File: config.mk
export PLATFORM = sky130hd
export DESIGN_NAME = burst_addr_gen
export DESIGN_NICKNAME = d
export VERILOG_FILES = /design/src/source/ahb_lsram_pkg.sv /design/src/source/burst_addr_gen.sv
export SDC_FILE = /design/constraint.sdc
export NUM_CORES = 1
export LEC_CHECK = 0
export BUFFER_PORTS_ARGS = -buffer_cell sky130_fd_sc_hd__buf_2
export CORE_MARGIN = 2
export CORE_UTILIZATION = 40
export DETAILED_ROUTE_END_ITERATION = 7
export GPL_TIMING_DRIVEN = 0
export PLACE_DENSITY_LB_ADDON = 0.08
export SYNTH_ARGS = -nofsm -noshare
export SYNTH_HDL_FRONTEND = slang
export SYNTH_SLANG_ARGS = --single-unit
File: constraint.sdc
create_clock -name HCLK -period 6.15 [get_ports HCLK]
set_clock_uncertainty 0.2 [all_clocks]
set_input_delay 0.3075 -clock HCLK [delete_from_list [all_inputs] [get_ports HCLK]]
set_output_delay 0.3075 -clock HCLK [all_outputs]
set_load 0.01 [all_outputs]
File: src/source/ahb_lsram_pkg.sv
// AHB-Lite SRAM shared definitions

package ahb_lsram_pkg;

   ////////////////////////////////////////////////////////////
   // Widths and sizes
   ////////////////////////////////////////////////////////////
   localparam int ahb_dwidth  = 32;
   localparam int ahb_awidth  = 32;
   localparam int lane_count  = 4;
   localparam int mem_depth   = 512;
   localparam int word_awidth = 9;

   // HTRANS encodings
   localparam logic [1:0] trn_idle   = 2'b00;
   localparam logic [1:0] trn_busy   = 2'b01;
   localparam logic [1:0] trn_nonseq = 2'b10;
   localparam logic [1:0] trn_seq    = 2'b11;

   // HBURST encodings
   localparam logic [2:0] burst_single = 3'b000;
   localparam logic [2:0] burst_incr   = 3'b001;
   localparam logic [2:0] burst_wrap4  = 3'b010;
   localparam logic [2:0] burst_incr4  = 3'b011;
   localparam logic [2:0] burst_wrap8  = 3'b100;
   localparam logic [2:0] burst_incr8  = 3'b101;
   localparam logic [2:0] burst_wrap16 = 3'b110;
   localparam logic [2:0] burst_incr16 = 3'b111;

   // HSIZE encodings up to the full word
   localparam logic [2:0] size_byte = 3'b000;
   localparam logic [2:0] size_half = 3'b001;
   localparam logic [2:0] size_word = 3'b010;

   localparam logic [1:0] resp_okay = 2'b00;

   // Transfer controller FSM states
   localparam logic [1:0] st_idle  = 2'b00;
   localparam logic [1:0] st_write = 2'b01;
   localparam logic [1:0] st_read  = 2'b10;

   ////////////////////////////////////////////////////////////
   // Address word as flat bytes or as word index and lane
   ////////////////////////////////////////////////////////////
   typedef union packed {
      logic [ahb_awidth-1:0] byte_addr;
      struct packed {
         logic [ahb_awidth-word_awidth-3:0] upper;
         logic [word_awidth-1:0]            word_idx;
         logic [1:0]                        lane;
      } split;
   } ahb_addr_u;

endpackage

File: src/source/burst_addr_gen.sv
// Burst address generator

`timescale 1ns/1ps

module burst_addr_gen (
   input  logic                     HCLK,
   input  logic                     aresetn,
   input  ahb_lsram_pkg::ahb_addr_u HADDR,
   input  logic [2:0]               HBURST,
   input  logic [2:0]               HSIZE,
   input  logic                     cmd_accept,
   input  logic                     addr_advance,
   input  logic                     read_active,
   output ahb_lsram_pkg::ahb_addr_u mem_addr
);

   import ahb_lsram_pkg::*;

   ahb_addr_u             addr_q;
   ahb_addr_u             rd_cnt;
   logic [ahb_awidth-1:0] incr;
   logic [ahb_awidth-1:0] wrap_mask;
   logic                  wrap_en;
   logic                  wrap_last;

   ////////////////////////////////////////////////////////////
   // Write path holds the address of the current data phase
   ////////////////////////////////////////////////////////////
   always_ff @(posedge HCLK) begin
      addr_q <= HADDR;
   end

   ////////////////////////////////////////////////////////////
   // Burst parameters captured at acceptance
   ////////////////////////////////////////////////////////////
   always_ff @(posedge HCLK or negedge aresetn) begin
      if (!aresetn) begin
         incr      <= '0;
         wrap_mask <= '0;
         wrap_en   <= 1'b0;
      end else if (cmd_accept) begin
         incr <= {{(ahb_awidth-1){1'b0}}, 1'b1} << HSIZE;
         // Beat-select bits inside the wrap block of beats x size bytes
         wrap_mask <= ((32'd2 << HBURST[2:1]) << HSIZE) - (32'd1 << HSIZE);
         case (HBURST)
            burst_wrap4, burst_wrap8, burst_wrap16: wrap_en <= 1'b1;
            default:                                wrap_en <= 1'b0;
         endcase
      end
   end

   // Counter sits on the last beat of its wrap block
   assign wrap_last = wrap_en & ((rd_cnt.byte_addr & wrap_mask) == wrap_mask);

   ////////////////////////////////////////////////////////////
   // Run-ahead read counter
   ////////////////////////////////////////////////////////////
   always_ff @(posedge HCLK or negedge aresetn) begin
      if (!aresetn) begin
         rd_cnt.byte_addr <= '0;
      end else if (cmd_accept) begin
         rd_cnt <= HADDR;
      end else if (addr_advance) begin
         if (wrap_last) begin
            // Back to the start of the block
            rd_cnt.byte_addr <= rd_cnt.byte_addr & ~wrap_mask;
         end else begin
            rd_cnt.byte_addr <= rd_cnt.byte_addr + incr;
         end
      end
   end

   assign mem_addr = read_active ? rd_cnt : addr_q;

endmodule

== Word-level counts from Yosys, hierarchy flattened ==
Index checks and enable logic that the tools add are counted.
Operators by class
  shift operators: 3
  reduce and logical (&&, ||, !) cells: 2
  equal/unequal tests: 4
  bitwise logic cells: 4
  muxes and demuxes: 5
  add/subtract/negate cells: 2
Operators by type and width (number)
  $mux 32: 4
  $and 32x32->32: 2
  $add 32x32->32: 1
  $eq 32x32->1: 1
  $not 32->32: 1
  $shl 1x3->32 const A: 1
  $shl 2x2->32 const A: 1
  $shl 32x3->32: 1
  $sub 32x32->32: 1
  $eq 3x3->1 const B: 2
  $eq 3x2->1 const B: 1
  $reduce_or 3->1: 1
  $reduce_bool 2->1: 1
  $and 1x1->1: 1
  $mux 1: 1
Word-level totals
  output and inout port bits: 32
  register bits after elaboration: 129
  logic and storage cells: 25
  input port bits: 43

== Longest topological paths before layout ==
  word-level depth: 6
  depth in mapped cells: 14
  mapped depth without buffers: 13

== Worst setup path before layout ==
OpenSTA, ideal clock, no wires.
  kind: input to register
  from: input HSIZE[1]
  to: register wrap_mask[6]
  library setup time: 125 ps
  data required time: 5825 ps
  slack: 3267 ps
  path buffers: 1
  arrival time: 2558 ps
  cell stages on the path: 12
  cell sequence: clkbuf_1 > nor3_1 > and2_1 > inv_1 > fa_1 > nor2b_1 > o21ai_0 > a21boi_0 > o21a_1 > nor2_1 > xnor2_1 > mux2_2
Between the ends
  word-level cells in the longest chain between the ends: 2
Ends and longest elaborated chain
  from (decl): RTL line burst_addr_gen.sv:10  | input logic [2:0] HSIZE,
  $shl 32x3->32 / $shl 1x3->32 (equally long branches): RTL line burst_addr_gen.sv:44  | wrap_mask <= ((32'd2 << HBURST[2:1]) << HSIZE) - (32'd1 << HSIZE);
  $sub 32x32->32 *: RTL line burst_addr_gen.sv:44
  to (signal assigned): RTL line burst_addr_gen.sv:44
  to (decl): RTL line burst_addr_gen.sv:22  | logic [ahb_awidth-1:0] wrap_mask;
Mark *: on every way between the ends. The rest lies on a longest branch, timed or not.
A chain may end at the register's enable or synchronous reset.

== Final worst setup path ==
  from: register rd_cnt[0] in the netlist's numbering
  to: register rd_cnt[26] in the netlist's numbering
Between the ends
  word-level cells in the longest chain between the ends: 6
Ends and longest elaborated chain
  from (decl): RTL line burst_addr_gen.sv:20  | ahb_addr_u rd_cnt;
  branches (longest 3 deep; another with $add 32x32->32)
  $mux 32 *: RTL line burst_addr_gen.sv:64  | if (wrap_last) begin
  $mux 32 *: RTL line burst_addr_gen.sv:63  | end else if (addr_advance) begin
  $mux 32 *: RTL line burst_addr_gen.sv:61  | end else if (cmd_accept) begin
Every way passes the cells marked *. The select of a mux whose other input is x is not followed.

==> run_results.csv <==
group,metric,value,unit
critical_path,end_kind,"flop",
die,core-area,13900,sq um
critical_path,cpPeakStageDelay,0.52,ns
place,port_buffers,70,
timing,finalHoldViolCount,0,
power_and_ir_drop,netSwitchingFraction,0.303,
synth,synth_ff_type,"dfrtp_1",
synth,ys_types,74,
detailed_routing,drt_iter0_markers,341,
critical_path,crit_slowest_cell,"nor4_2",
power_and_ir_drop,ir_worst_vdd,130,uV
detailed_routing,wirelength,17400,microns
worst_hold_path,min_path_type,"primary input to flop",
global_route,grt_pass1_vias,5134,
timing,post-route-period-util,0.575,
global_route,antenna_found_initial,0,
timing,relSlewSlack,0.394,
detailed_routing,post_drt_wl_per_cell,18.8,microns
timing,rsz0062_at_grt,"no",
synth,yosysTopAreaCell,"dfrtp_1",
timing,fin_tns_setup,0,ns
die,die_w,123,microns
critical_path,path_cells,"ha_1 -> inv_1 -> fa_1 -> and2b_1 -> o2111ai_1 -> a32oi_2 -> nand3_2 -> nor4_2 -> nand3_1 -> o311ai_1",
synth,synth_enable_flop_cells,0,
power_and_ir_drop,p_seq_frac,0.428,
synth,synthArstFlopShare,0.663,
synth,synth_cells,630,
critical_path,path_class,"flop to flop",
place,dp_slack,2.49,ns
synth,synth_common_cells,"71 x nand2_1, 63 x dfrtp_1, 43 x o21ai_0, 40 x mux2_2, 40 x nor2_1",
global_route,grt_max_degree,64,
global_route,grt_pass1_wl,27200,microns
clock_network,cts_root_buf,"clkbuf_16",
synth,avgSynthCellArea,9.02,sq um
place,gp_congestion,0.897,
power_and_ir_drop,p_comb_frac,0.240,
layout,fillers,1379,
clock_network,cts_max_path_buffers,2,
timing,finalMaxSlewViolations,0,
die,dieArea,15200,sq um
detailed_routing,num_vias,5197,
clock_network,cts_buffers,9,
die,die_y,123,microns
timing,setup_viol_count_final,0,
power_and_ir_drop,cellPowerDensity,258,nW/um^2
synth,ys_warn_count,0,
clock_network,cts_tree,"yes",
global_route,gr-usage-all-layers,0.238,
die,ios,75,
detailed_routing,route.detailed.drc,0,
synth,synth.area.top_cells,"dfrtp_1 28%, dfxtp_1 11%, mux2_2 7.9%, nand2_1 4.7%, ha_1 4.0%",
synth,synth.most_common_cell,"nand2_1",
timing,tightest_slew,0.905,ns
timing,period_needed,3.53,ns
global_route,grt_overflow,0,
worst_hold_path,hold_depth,4,
synth,synth_top_area_share,0.277,
run_status,outcome,"finished clean",
power_and_ir_drop,p_switching,0.541,mW
synth,ys_seq_area_frac,0.390,
critical_path,crit_fanout,9,
critical_path,cp.required,6.19,ns
critical_path,worst_ep_arrival_time,3.58,ns
clock_network,clock_sinks,95,
power_and_ir_drop,p_leak,2.90,nW
power_and_ir_drop,p_clk_frac,0.332,
timing,fin_ws,2.62,ns
layout,drive_above_1_share,0.201,
synth,synth_area,5680,sq um
detailed_routing,detail_route.first_pass.iterations,5,
synth,syn_nets,693,
power_and_ir_drop,p_int,1.24,mW
timing,fmaxAchievable,283,MHz
die,initial_core_util,0.410,
critical_path,start_kind,"flop",
layout,fin_nets,808,
detailed_routing,antenna_left,0,
layout,syn_to_final_growth,21.6,%
detailed_routing,viasPerCell,5.59,
clock_network,clock_latency,0.35,ns
synth,ys_ff_latch,95,
layout,n_antenna_cell,0,
die,rows,43,
clock_network,clk_pin_slew,0.07,ns
clock_network,h-tree-depth,3,
place,hpwl,13100,microns
layout,post-route-util,0.498,
critical_path,r2r_cells,10,
power_and_ir_drop,finalPower,1.78,mW
flow_run,max-cap-violations,0,
## flip-flops by register name (all words and copies together), names as in the netlist
signal / count
addr_q: 32
incr: 8
rd_cnt: 32
wrap_en: 1
wrap_mask: 22
## final timing paths
| path | slack (ns) | start | to |
|---|---|---|---|
| setup / recovery | 2.62 | rd_cnt[0]$_DFFE_PN0P_ | rd_cnt[26]$_DFFE_PN0P_ |
| hold / removal | 0.26 | HSIZE[2] | incr[3]$_DFFE_PN0P_ |
| setup reg to reg | 2.62 | rd_cnt[0]$_DFFE_PN0P_ | rd_cnt[26]$_DFFE_PN0P_ |
| hold reg to reg | 0.30 | incr[4]$_DFFE_PN0P_ | incr[4]$_DFFE_PN0P_ |
| max in group asynchronous | 4.79 | aresetn | rd_cnt[26]$_DFFE_PN0P_ |
| min in group asynchronous | 0.39 | aresetn | rd_cnt[19]$_DFFE_PN0P_ |
## per-stage QoR
stage / hold WS, ns / std cells / area (sq um)
final: 0.261 / 930 / 6910
after global routing: 0.289 / 930 / 6910
after floorplan: -0.188 / 630 / 5680
after global placement: 0.226 / 880 / 6260
after detailed placement: 0.225 / 880 / 6260
after CTS: 0.254 / 930 / 6910
## final cells by class
class | count | area (sq um) | area share
Buffer | 30 | 141 | 0.0205
Clock buffer | 13 | 240 | 0.0348
Clock inverter | 3 | 67.6 | 0.00978
Inverter | 36 | 135 | 0.0196
Multi-Input combinational cell | 469 | 3190 | 0.462
Sequential cell | 95 | 2220 | 0.321
Tap cell | 180 | 225 | 0.0326
Timing Repair Buffer | 104 | 693 | 0.100
## cell usage in the layout (no fill, tap or decap), types with 4 or more instances in the layout
cell type	netlist	layout
and2_1	5	5
a211oi_1	6	6
o21ai_0	43	43
o21ai_1	9	9
o211ai_1	10	10
nor2_1	40	40
a22oi_1	9	9
mux2i_1	8	8
nor2b_1	25	25
xnor2_1	14	14
nor4_2	4	4
and3_1	13	13
mux2_2	40	40
nand2b_1	7	7
ha_1	18	18
inv_1	34	34
buf_2	2	71
clkbuf_16	0	9
dfxtp_1	32	32
clkbuf_1	21	25
nor4_1	9	9
dfrtp_1	63	63
a21oi_1	24	24
o21a_1	5	5
nand4_1	5	5
nand3_1	14	14
dlygate4sd3_1	0	34
nor3_1	18	18
nand2_1	71	71
a221oi_1	7	7
## cells by family (layout without fill, tap and decap cells)
| logic type | Yosys count | in the layout | synth area share |
|---|---|---|---|
| fa+ha+maj | 20 | 20 | 0.0467 |
| buf+inv | 66 | 186 | 0.0486 |
| simple gates | 228 | 228 | 0.207 |
| mux | 49 | 49 | 0.0960 |
| flops | 95 | 95 | 0.390 |
| xor+xnor | 16 | 16 | 0.0247 |
| compound gates | 156 | 156 | 0.187 |
## layer usage
metal | up-vias | part of all wire | GRT usage
met3 | 31 | 0.051 | 0.0466
met5 | - | 0 | 0
met4 | 0 | 0.027 | 0.0952
li1 | 2494 | - | -
met2 | 145 | 0.49 | 0.402
met1 | 2527 | 0.44 | 0.298
## power by group through the flow
stage | registers, mW | clock network [mW] | logic (mW)
after floorplan | 0.743 | 0 | 0.292
after global placement | 0.772 | 0 | 0.403
after detailed placement | 0.774 | 0 | 0.408
after CTS | 0.761 | 0.605 | 0.428
after global routing | 0.773 | 0.626 | 0.476
final | 0.763 | 0.591 | 0.428
## critical path: cells and delay by family, from the launching register on
kind / cells / cell delay, ns
compound gates: 3 / 0.86
fa+ha+maj: 2 / 0.69
buf+inv: 1 / 0.08
flops: 1 / 0.40
simple gates: 4 / 1.18
## what timing repair did
action                                 4_1_cts  5_1_grt
buffers inserted                             0        0
resized for setup                            0        0
hold buffers                                34        0
endpoints found under the hold margin      111        0
No activity file was read; power rests on OpenSTA's default activity.
