**src/source/ahb_lsram_pkg.sv**
```systemverilog
// AHB-Lite SRAM shared definitions

package ahb_lsram_pkg;

   ////////////////////////////////////////////////////////////
   // Widths and sizes
   ////////////////////////////////////////////////////////////
   localparam int ahb_dwidth  = 32;
   localparam int ahb_awidth  = 32;
   localparam int lane_count  = 4;
   localparam int mem_depth   = 512;
   localparam int word_awidth = 9;

   // HTRANS encodings
   localparam logic [1:0] trn_idle   = 2'b00;
   localparam logic [1:0] trn_busy   = 2'b01;
   localparam logic [1:0] trn_nonseq = 2'b10;
   localparam logic [1:0] trn_seq    = 2'b11;

   // HBURST encodings
   localparam logic [2:0] burst_single = 3'b000;
   localparam logic [2:0] burst_incr   = 3'b001;
   localparam logic [2:0] burst_wrap4  = 3'b010;
   localparam logic [2:0] burst_incr4  = 3'b011;
   localparam logic [2:0] burst_wrap8  = 3'b100;
   localparam logic [2:0] burst_incr8  = 3'b101;
   localparam logic [2:0] burst_wrap16 = 3'b110;
   localparam logic [2:0] burst_incr16 = 3'b111;

   // HSIZE encodings up to the full word
   localparam logic [2:0] size_byte = 3'b000;
   localparam logic [2:0] size_half = 3'b001;
   localparam logic [2:0] size_word = 3'b010;

   localparam logic [1:0] resp_okay = 2'b00;

   // Transfer controller FSM states
   localparam logic [1:0] st_idle  = 2'b00;
   localparam logic [1:0] st_write = 2'b01;
   localparam logic [1:0] st_read  = 2'b10;

   ////////////////////////////////////////////////////////////
   // Address word as flat bytes or as word index and lane
   ////////////////////////////////////////////////////////////
   typedef union packed {
      logic [ahb_awidth-1:0] byte_addr;
      struct packed {
         logic [ahb_awidth-word_awidth-3:0] upper;
         logic [word_awidth-1:0]            word_idx;
         logic [1:0]                        lane;
      } split;
   } ahb_addr_u;

endpackage

```
**src/source/ahb_xfer_ctrl.sv**
```systemverilog
// AHB transfer controller

`timescale 1ns/1ps

module ahb_xfer_ctrl (
   input  logic                                HCLK,
   input  logic                                aresetn,
   input  logic                                HSEL,
   input  logic [1:0]                          HTRANS,
   input  logic                                HWRITE,
   input  logic [2:0]                          HSIZE,
   input  logic                                HREADYIN,
   input  ahb_lsram_pkg::ahb_addr_u            mem_addr,
   output logic                                HREADYOUT,
   output logic                                cmd_accept,
   output logic                                addr_advance,
   output logic                                read_active,
   output logic                                mem_ren,
   output logic [ahb_lsram_pkg::lane_count-1:0] lane_wen
);

   import ahb_lsram_pkg::*;

   logic [1:0] state;
   logic [1:0] state_nxt;
   logic [2:0] size_q;
   logic       hwrite_q;
   logic [1:0] htrans_q;
   logic       new_read;
   logic       end_xfer;
   logic       wr_strobe;

   ////////////////////////////////////////////////////////////
   // Acceptance and ready
   ////////////////////////////////////////////////////////////
   assign cmd_accept = HSEL & HREADYIN & HREADYOUT & (HTRANS == trn_nonseq);

   // One wait state while the first read word comes out of the SRAM
   assign HREADYOUT = ~new_read;

   // Bus goes idle or moves on to another slave
   assign end_xfer = (HTRANS == trn_idle) | ((HTRANS == trn_nonseq) & ~HSEL);

   always_ff @(posedge HCLK or negedge aresetn) begin
      if (!aresetn) begin
         new_read <= 1'b0;
         size_q   <= size_byte;
         hwrite_q <= 1'b0;
         htrans_q <= trn_idle;
      end else begin
         new_read <= cmd_accept & ~HWRITE;
         htrans_q <= HTRANS;
         if (cmd_accept) begin
            size_q   <= HSIZE;
            hwrite_q <= HWRITE;
         end
      end
   end

   ////////////////////////////////////////////////////////////
   // Idle / write / read FSM
   ////////////////////////////////////////////////////////////
   always_ff @(posedge HCLK or negedge aresetn) begin
      if (!aresetn) begin
         state <= st_idle;
      end else begin
         state <= state_nxt;
      end
   end

   always_comb begin
      state_nxt = state;
      case (state)
         st_idle: begin
            if (cmd_accept) begin
               state_nxt = HWRITE ? st_write : st_read;
            end
         end
         st_write, st_read: begin
            if (end_xfer) begin
               state_nxt = st_idle;
            end else if (cmd_accept) begin
               state_nxt = HWRITE ? st_write : st_read;
            end
         end
         default: begin
            state_nxt = st_idle;
         end
      endcase
   end

   assign read_active  = (state == st_read);
   assign mem_ren      = read_active;
   // Counter runs one beat ahead of the data phase
   assign addr_advance = read_active & (HTRANS == trn_seq);

   ////////////////////////////////////////////////////////////
   // Byte-lane write enables
   ////////////////////////////////////////////////////////////
   assign wr_strobe = (state == st_write) & hwrite_q & (htrans_q != trn_busy);

   always_comb begin
      lane_wen = '0;
      if (wr_strobe) begin
         case (size_q)
            size_byte: lane_wen[mem_addr.split.lane] = 1'b1;
            size_half: lane_wen = mem_addr.split.lane[1] ? 4'b1100 : 4'b0011;
            // Word, and anything wider than the bus
            default:   lane_wen = '1;
         endcase
      end
   end

endmodule

```
**config.mk**
```make
export PLATFORM = sky130hd
export DESIGN_NAME = ahb_xfer_ctrl
export DESIGN_NICKNAME = d
export VERILOG_FILES = /design/src/source/ahb_lsram_pkg.sv /design/src/source/ahb_xfer_ctrl.sv
export SDC_FILE = /design/constraint.sdc
export NUM_CORES = 1
export LEC_CHECK = 0
export BUFFER_PORTS_ARGS = -buffer_cell sky130_fd_sc_hd__buf_4
export CORE_UTILIZATION = 33
export DETAILED_ROUTE_END_ITERATION = 10
export PLACE_DENSITY_LB_ADDON = 0.12
export RECOVER_POWER = 100
export SYNTH_ARGS = -nofsm -noshare
export SYNTH_HDL_FRONTEND = slang
export SYNTH_SLANG_ARGS = --single-unit
```
**constraint.sdc**
```tcl
create_clock -name HCLK -period 1.5 [get_ports HCLK]
set_input_delay 0.3 -clock HCLK [delete_from_list [all_inputs] [get_ports HCLK]]
set_output_delay 0.3 -clock HCLK [all_outputs]
set_load 0.02 [all_outputs]
```
# Word-level counts from Yosys, hierarchy flattened
# Cells that the tools add are included.
# op_classes
bitwise	12
reduce_logical	5
mux	9
eq_ne	6
magnitude_cmp	2
# op_table
op	n
$and 1x1->1	8
$mux 4	2
$pmux 4 s2	1
$eq 2x2->1 const B	3
$mux 2	3
$logic_not 2->1	2
$pmux 2 s2	1
$eq 3x1->1 const B	1
$logic_not 3->1	1
$lt 2x3->1 const B	1
$not 1->1	3
$demux 1 s2	1
$eq 2x1->1 const B	1
$ge 2x1->1 const B	1
$ne 2x1->1 const B	1
$reduce_or 2->1	1
$logic_and 1x1->1	1
$mux 1	1
$or 1x1->1	1
# totals
wordCells	39
out_inout_bits	9
regBits	9
input_bits	42

# Depth between registers and ports, before layout
# logic_depth
word_depth	6
mapped_depth	4
depth_no_buf	4

# Worst setup path before layout
# No wires, ideal clock.
# synth_timing
path_type	flip-flop to flip-flop
from	register new_read
to	register size_q[0]
t_arrival_ns	1.344
stages_incl_launch_ff	4
n_path_buf	0
synth_period_minus_slack_ns	1.469
path_slack_ns	0.031
setup_time_ns	0.125
required_time_ns	1.375
path_cell_list	dfrtp_1 nand4b_4 nor2_1 mux2_2
# synth_via
elab_chain_cells	3
# synth_rtl
item	line	source
start, declared	ahb_xfer_ctrl.sv:29	logic new_read;
start signal, assigned	ahb_xfer_ctrl.sv:51	new_read <= cmd_accept & ~HWRITE;
$not 1->1	ahb_xfer_ctrl.sv:39	assign HREADYOUT = ~new_read;
$and 1x1->1 (2 in series)	ahb_xfer_ctrl.sv:36	assign cmd_accept = HSEL & HREADYIN & HREADYOUT & (HTRANS == trn_nonseq);
net cmd_accept	ahb_xfer_ctrl.sv:15	output logic cmd_accept,
end signal, assigned	ahb_xfer_ctrl.sv:47	size_q <= size_byte;
end, declared	ahb_xfer_ctrl.sv:26	logic [2:0] size_q;
# The timed path passes the listed nets, and every way through them passes these cells.
# A chain may end at the register's enable or synchronous reset.

# Worst setup path after layout
# layout_timing
from	register new_read
to	output port cmd_accept
# layout_via
elab_chain_cells	3
# layout_rtl
item	line
$not 1->1	ahb_xfer_ctrl.sv:39
$and 1x1->1 (2 in series)	ahb_xfer_ctrl.sv:36
end, declared	ahb_xfer_ctrl.sv:15
# No other way between the ends.

==> results.md <==
- The clock tree skew after final layout is approximately 0.0031 ns.
- The final standard cell area without fillers is 768 sq um.
- The count of buffers from port buffering is 20.
- The floorplan has 13 rows.
- The internal power of the cells is 542 uW.
- The via total after detailed routing is 450.
- The largest single stage delay on the critical path is 0.37 ns.
- The flip-flop cell with the highest count after synthesis is sky130_fd_sc_hd__dfrtp_1.
- The final global-route overflow total is 0.
- The via count of the first global-routing pass is 400.
- The violation count after the first detailed-route iteration is 1.
- The synthesized netlist net count is 92.
- Data on the critical path is required at its endpoint by ~1.2 ns.
- Among all stages on the critical path, the largest delay is contributed by sky130_fd_sc_hd__dfrtp_1.
- Static timing analysis puts the maximum clock frequency at 0.618 GHz.
- The final critical delay including setup and external delays is 1.62 ns.
- The largest net degree at the start of global routing is 10.
- The weighted congestion reported at the end of routability-driven placement is 0.681.
- The type of the most critical hold path is in2reg.
- The gate count of the mapped netlist is 46.
- The number of violations of the max-capacitance limit is 0.
- Setup repair after global routing could not meet its margin everywhere.
- The repair_antennas step left the layout with diodes totalling 0.
- Measured along the x axis, the die boundary spans 40.8 microns.
- The number of vias per cell after detailed routing is 4.84.
- The number of CTS-inserted buffers is 3.
- The checks that failed: setup timing.
- In the final layout, the share of cells above drive strength 1 is 0.500.
- Of the total power, the share spent switching nets is 0.342.
- The area of placed instances is 659 sq um.
- The post-route antenna net violation count is 0.
- The wire length of the first global-routing pass is 1640 microns.
- The most frequent standard cell in the layout excluding fill and tap cells is sky130_fd_sc_hd__buf_4.
- The final total negative setup slack is -0.647 ns.
- The leakage power is around 0.38 nW.
- In this run the power density over the cells is 1070 nW/um^2.
- The number of enable flip-flop cells after synthesis is 0.
- The synthesized netlist occupies a cell area of 498 sq um.
- The final layout contains routed wiring with a total length of 1130 microns.
- Yosys printed 0 warnings.
- At the later pin of the worst-skew pair, clock insertion delay measures about 0.26 ns.
- The critical path in this run is classified as reg2out.
- Across every metal layer, demand over resource in global routing totals 0.157.
- Counting the fill cells in the layout gives 124.
- The number of endpoints with negative hold slack in the final report is 0.
- Clock-pin slew was measured on the worst setup and hold paths at about 0.06 ns.
- The library cells used most frequently in the layout, excluding fill and tap cells, are 20 x sky130_fd_sc_hd__buf_4, 9 x sky130_fd_sc_hd__dfrtp_1, 5 x sky130_fd_sc_hd__o21ai_0, 5 x sky130_fd_sc_hd__a21oi_1.
- The synthesized design contains 9 register bits.
- Dividing the final minimum period by the clock period gives 1.08.
- The count of unresolved DRC violations after routing is 0.
- The number of max-slew violations in the final report is 0.
- The dominant delay contributor by cell family on the critical path is simple AND/OR/NAND/NOR gates.
- The fraction of the yosys area taken by sequential cells is 0.452.
- The clock net sink count is 9.
- The worst setup path is captured at an output pin.
- The signal on the critical path passes through nand4b_1 > nor2_4 > buf_6.
- Setup violations remaining at the end of the flow were counted as 7.
- The TritonCTS clock tree is built.
- Headroom to the max-slew limit came out at 0.681.
- The final net count is about 130.
- The tightest hold path in the finished design has a slack of 0.225 ns.
- The initial antenna violation count came to 0.
- In the final routed layout, each cell accounts on average for around 12 microns.
- The buffering stage count on the worst path with inverters included is 1.
- The area growth from synthesis to final layout is 54.3%.
- The root buffer cell chosen for the clock tree is sky130_fd_sc_hd__clkbuf_4.
- The worst voltage drop across the vdd grid is 0.589 mV.
- The number of buffers on the longest clock path is 2.
- The first TritonRoute pass finished after 4 iterations.
- For the pin with the worst max-slew slack, the measured transition is 0.479 ns.
- The number of primary I/O pins is 51.
- The initial utilization of the core area, before any placement, comes to 0.369.
- The total net switching power is 282 uW.
- The combinational fraction of design power is 0.389.
- The die is ~40 microns tall.
- The mean area per synthesized cell is 10.8 sq um.
- The number of H-tree levels is 1.
- The maximum fanout count along the critical path is 5.
- The number of different library cells in the post-synthesis netlist is 18.
- Of the total power, registers draw 0.386.
- The share of total power dissipated in the clock network is 0.226.
- Across all setup checks in the final design, the least slack found is -0.117 ns.
- The HPWL after detailed placement is 770 microns.
- The flow ran to the end, but the final reports show violations.
- The share of synthesized registers carrying an async set or reset is 1.00.
- At the worst endpoint, the arrival time is 1.32 ns.
- The area of the placeable core is 1350 sq um.
- The floorplan die area is between 1500 and 2000 sq um.
- The startpoint kind of the worst setup timing path is a flop.
-- layer usage --
| metal | vias up | wire (microns) | GRT usage |
|---|---|---|---|
| met5 | - | 0 | 0 |
| met4 | 0 | 0 | 0.0750 |
| met3 | 0 | 65 | 0.0326 |
| met2 | 16 | 567 | 0.281 |
| met1 | 209 | 499 | 0.174 |
| li1 | 225 | - | - |
-- metrics by stage --
step / std cells / util / power [mW] / worst slack, ns
after global routing: 93 / 0.569 / 0.887 / -0.220
after floorplan: 46 / - / 0.466 / 0.0313
after detailed placement: 80 / 0.488 / 0.554 / 0.113
after CTS: 88 / 0.538 / 0.779 / -0.135
final: 93 / 0.569 / 0.824 / -0.117
after global placement: 80 / 0.488 / 0.548 / 0.121
-- synthesized netlist by cell type (2+ instances only) --
master	instances	area, sq um
sky130_fd_sc_hd__mux2_2	3	33.8
sky130_fd_sc_hd__nor2_1	2	7.51
sky130_fd_sc_hd__o21bai_1	2	15.0
sky130_fd_sc_hd__a21oi_1	5	25.0
sky130_fd_sc_hd__o21ai_0	5	25.0
sky130_fd_sc_hd__dfrtp_1	9	225
sky130_fd_sc_hd__ha_1	4	50.1
sky130_fd_sc_hd__inv_1	6	22.5
-- worst paths after layout --
check	from	to	slack, ns	cells past startpoint
min reg2reg	size_q[2]	size_q[2]	0.51	1
max reg2reg	new_read	state[1]	-0.12	4
min in group asynchronous	aresetn	size_q[1]	0.51	2
max	new_read	cmd_accept	-0.12	3
max in group asynchronous	aresetn	state[1]	0.66	2
min	HTRANS[1]	htrans_q[1]	0.23	1
-- repair_timing --
action	CTS	global route
endpoints found under the setup margin	6	6
hold buffers	1	0
gates resized for setup	2	9
pin swaps	1	1
setup buffers	3	5
hold endpoints to repair	9	0
-- layout make-up --
| class | instances | area [sq um] | share of cell area |
|---|---|---|---|
| clock buffers | 3 | 22.5 | 0.0293 |
| clock inverters | 1 | 5.00 | 0.00651 |
| inverters | 6 | 22.5 | 0.0293 |
| multi-input cells | 30 | 264 | 0.344 |
| flip-flops and latches | 9 | 225 | 0.293 |
| well taps | 15 | 18.8 | 0.0244 |
| repair buffers | 29 | 210 | 0.274 |
-- cells by family (layout without fill, tap and decap cells) --
kind of cell	after synthesis	count (layout)	synth area share
and+or+nand+nor	7	7	0.116
AOI/OAI and AO/OA	16	16	0.204
buffers and inverters	7	39	0.0603
adders and majority gates	4	4	0.101
DFF	9	9	0.452
muxes	3	3	0.0678
-- power by group through the flow --
stage | Combinational, mW | Clock, mW | Sequential [mW]
2_1_floorplan | 0.154 | 0 | 0.311
3_3_place_gp | 0.229 | 0 | 0.319
3_5_place_dp | 0.232 | 0 | 0.322
4_1_cts | 0.274 | 0.194 | 0.312
5_1_grt | 0.356 | 0.207 | 0.324
6_report | 0.320 | 0.186 | 0.318
-- flip-flops by register name (all words and copies together) (netlist names) --
signal / cells
htrans_q: 2
hwrite_q: 1
new_read: 1
size_q: 3
state: 2
-- worst register-to-register path, delay by kind of cell (launching register included) --
kind                   cells  cell delay (ns)
buffers and inverters      1             0.23
AND/OR/NAND/NOR            2             0.65
flip-flops                 1             0.37
AO/OA/AOI/OAI              1             0.26
No activity file was read; power rests on OpenSTA's default activity.
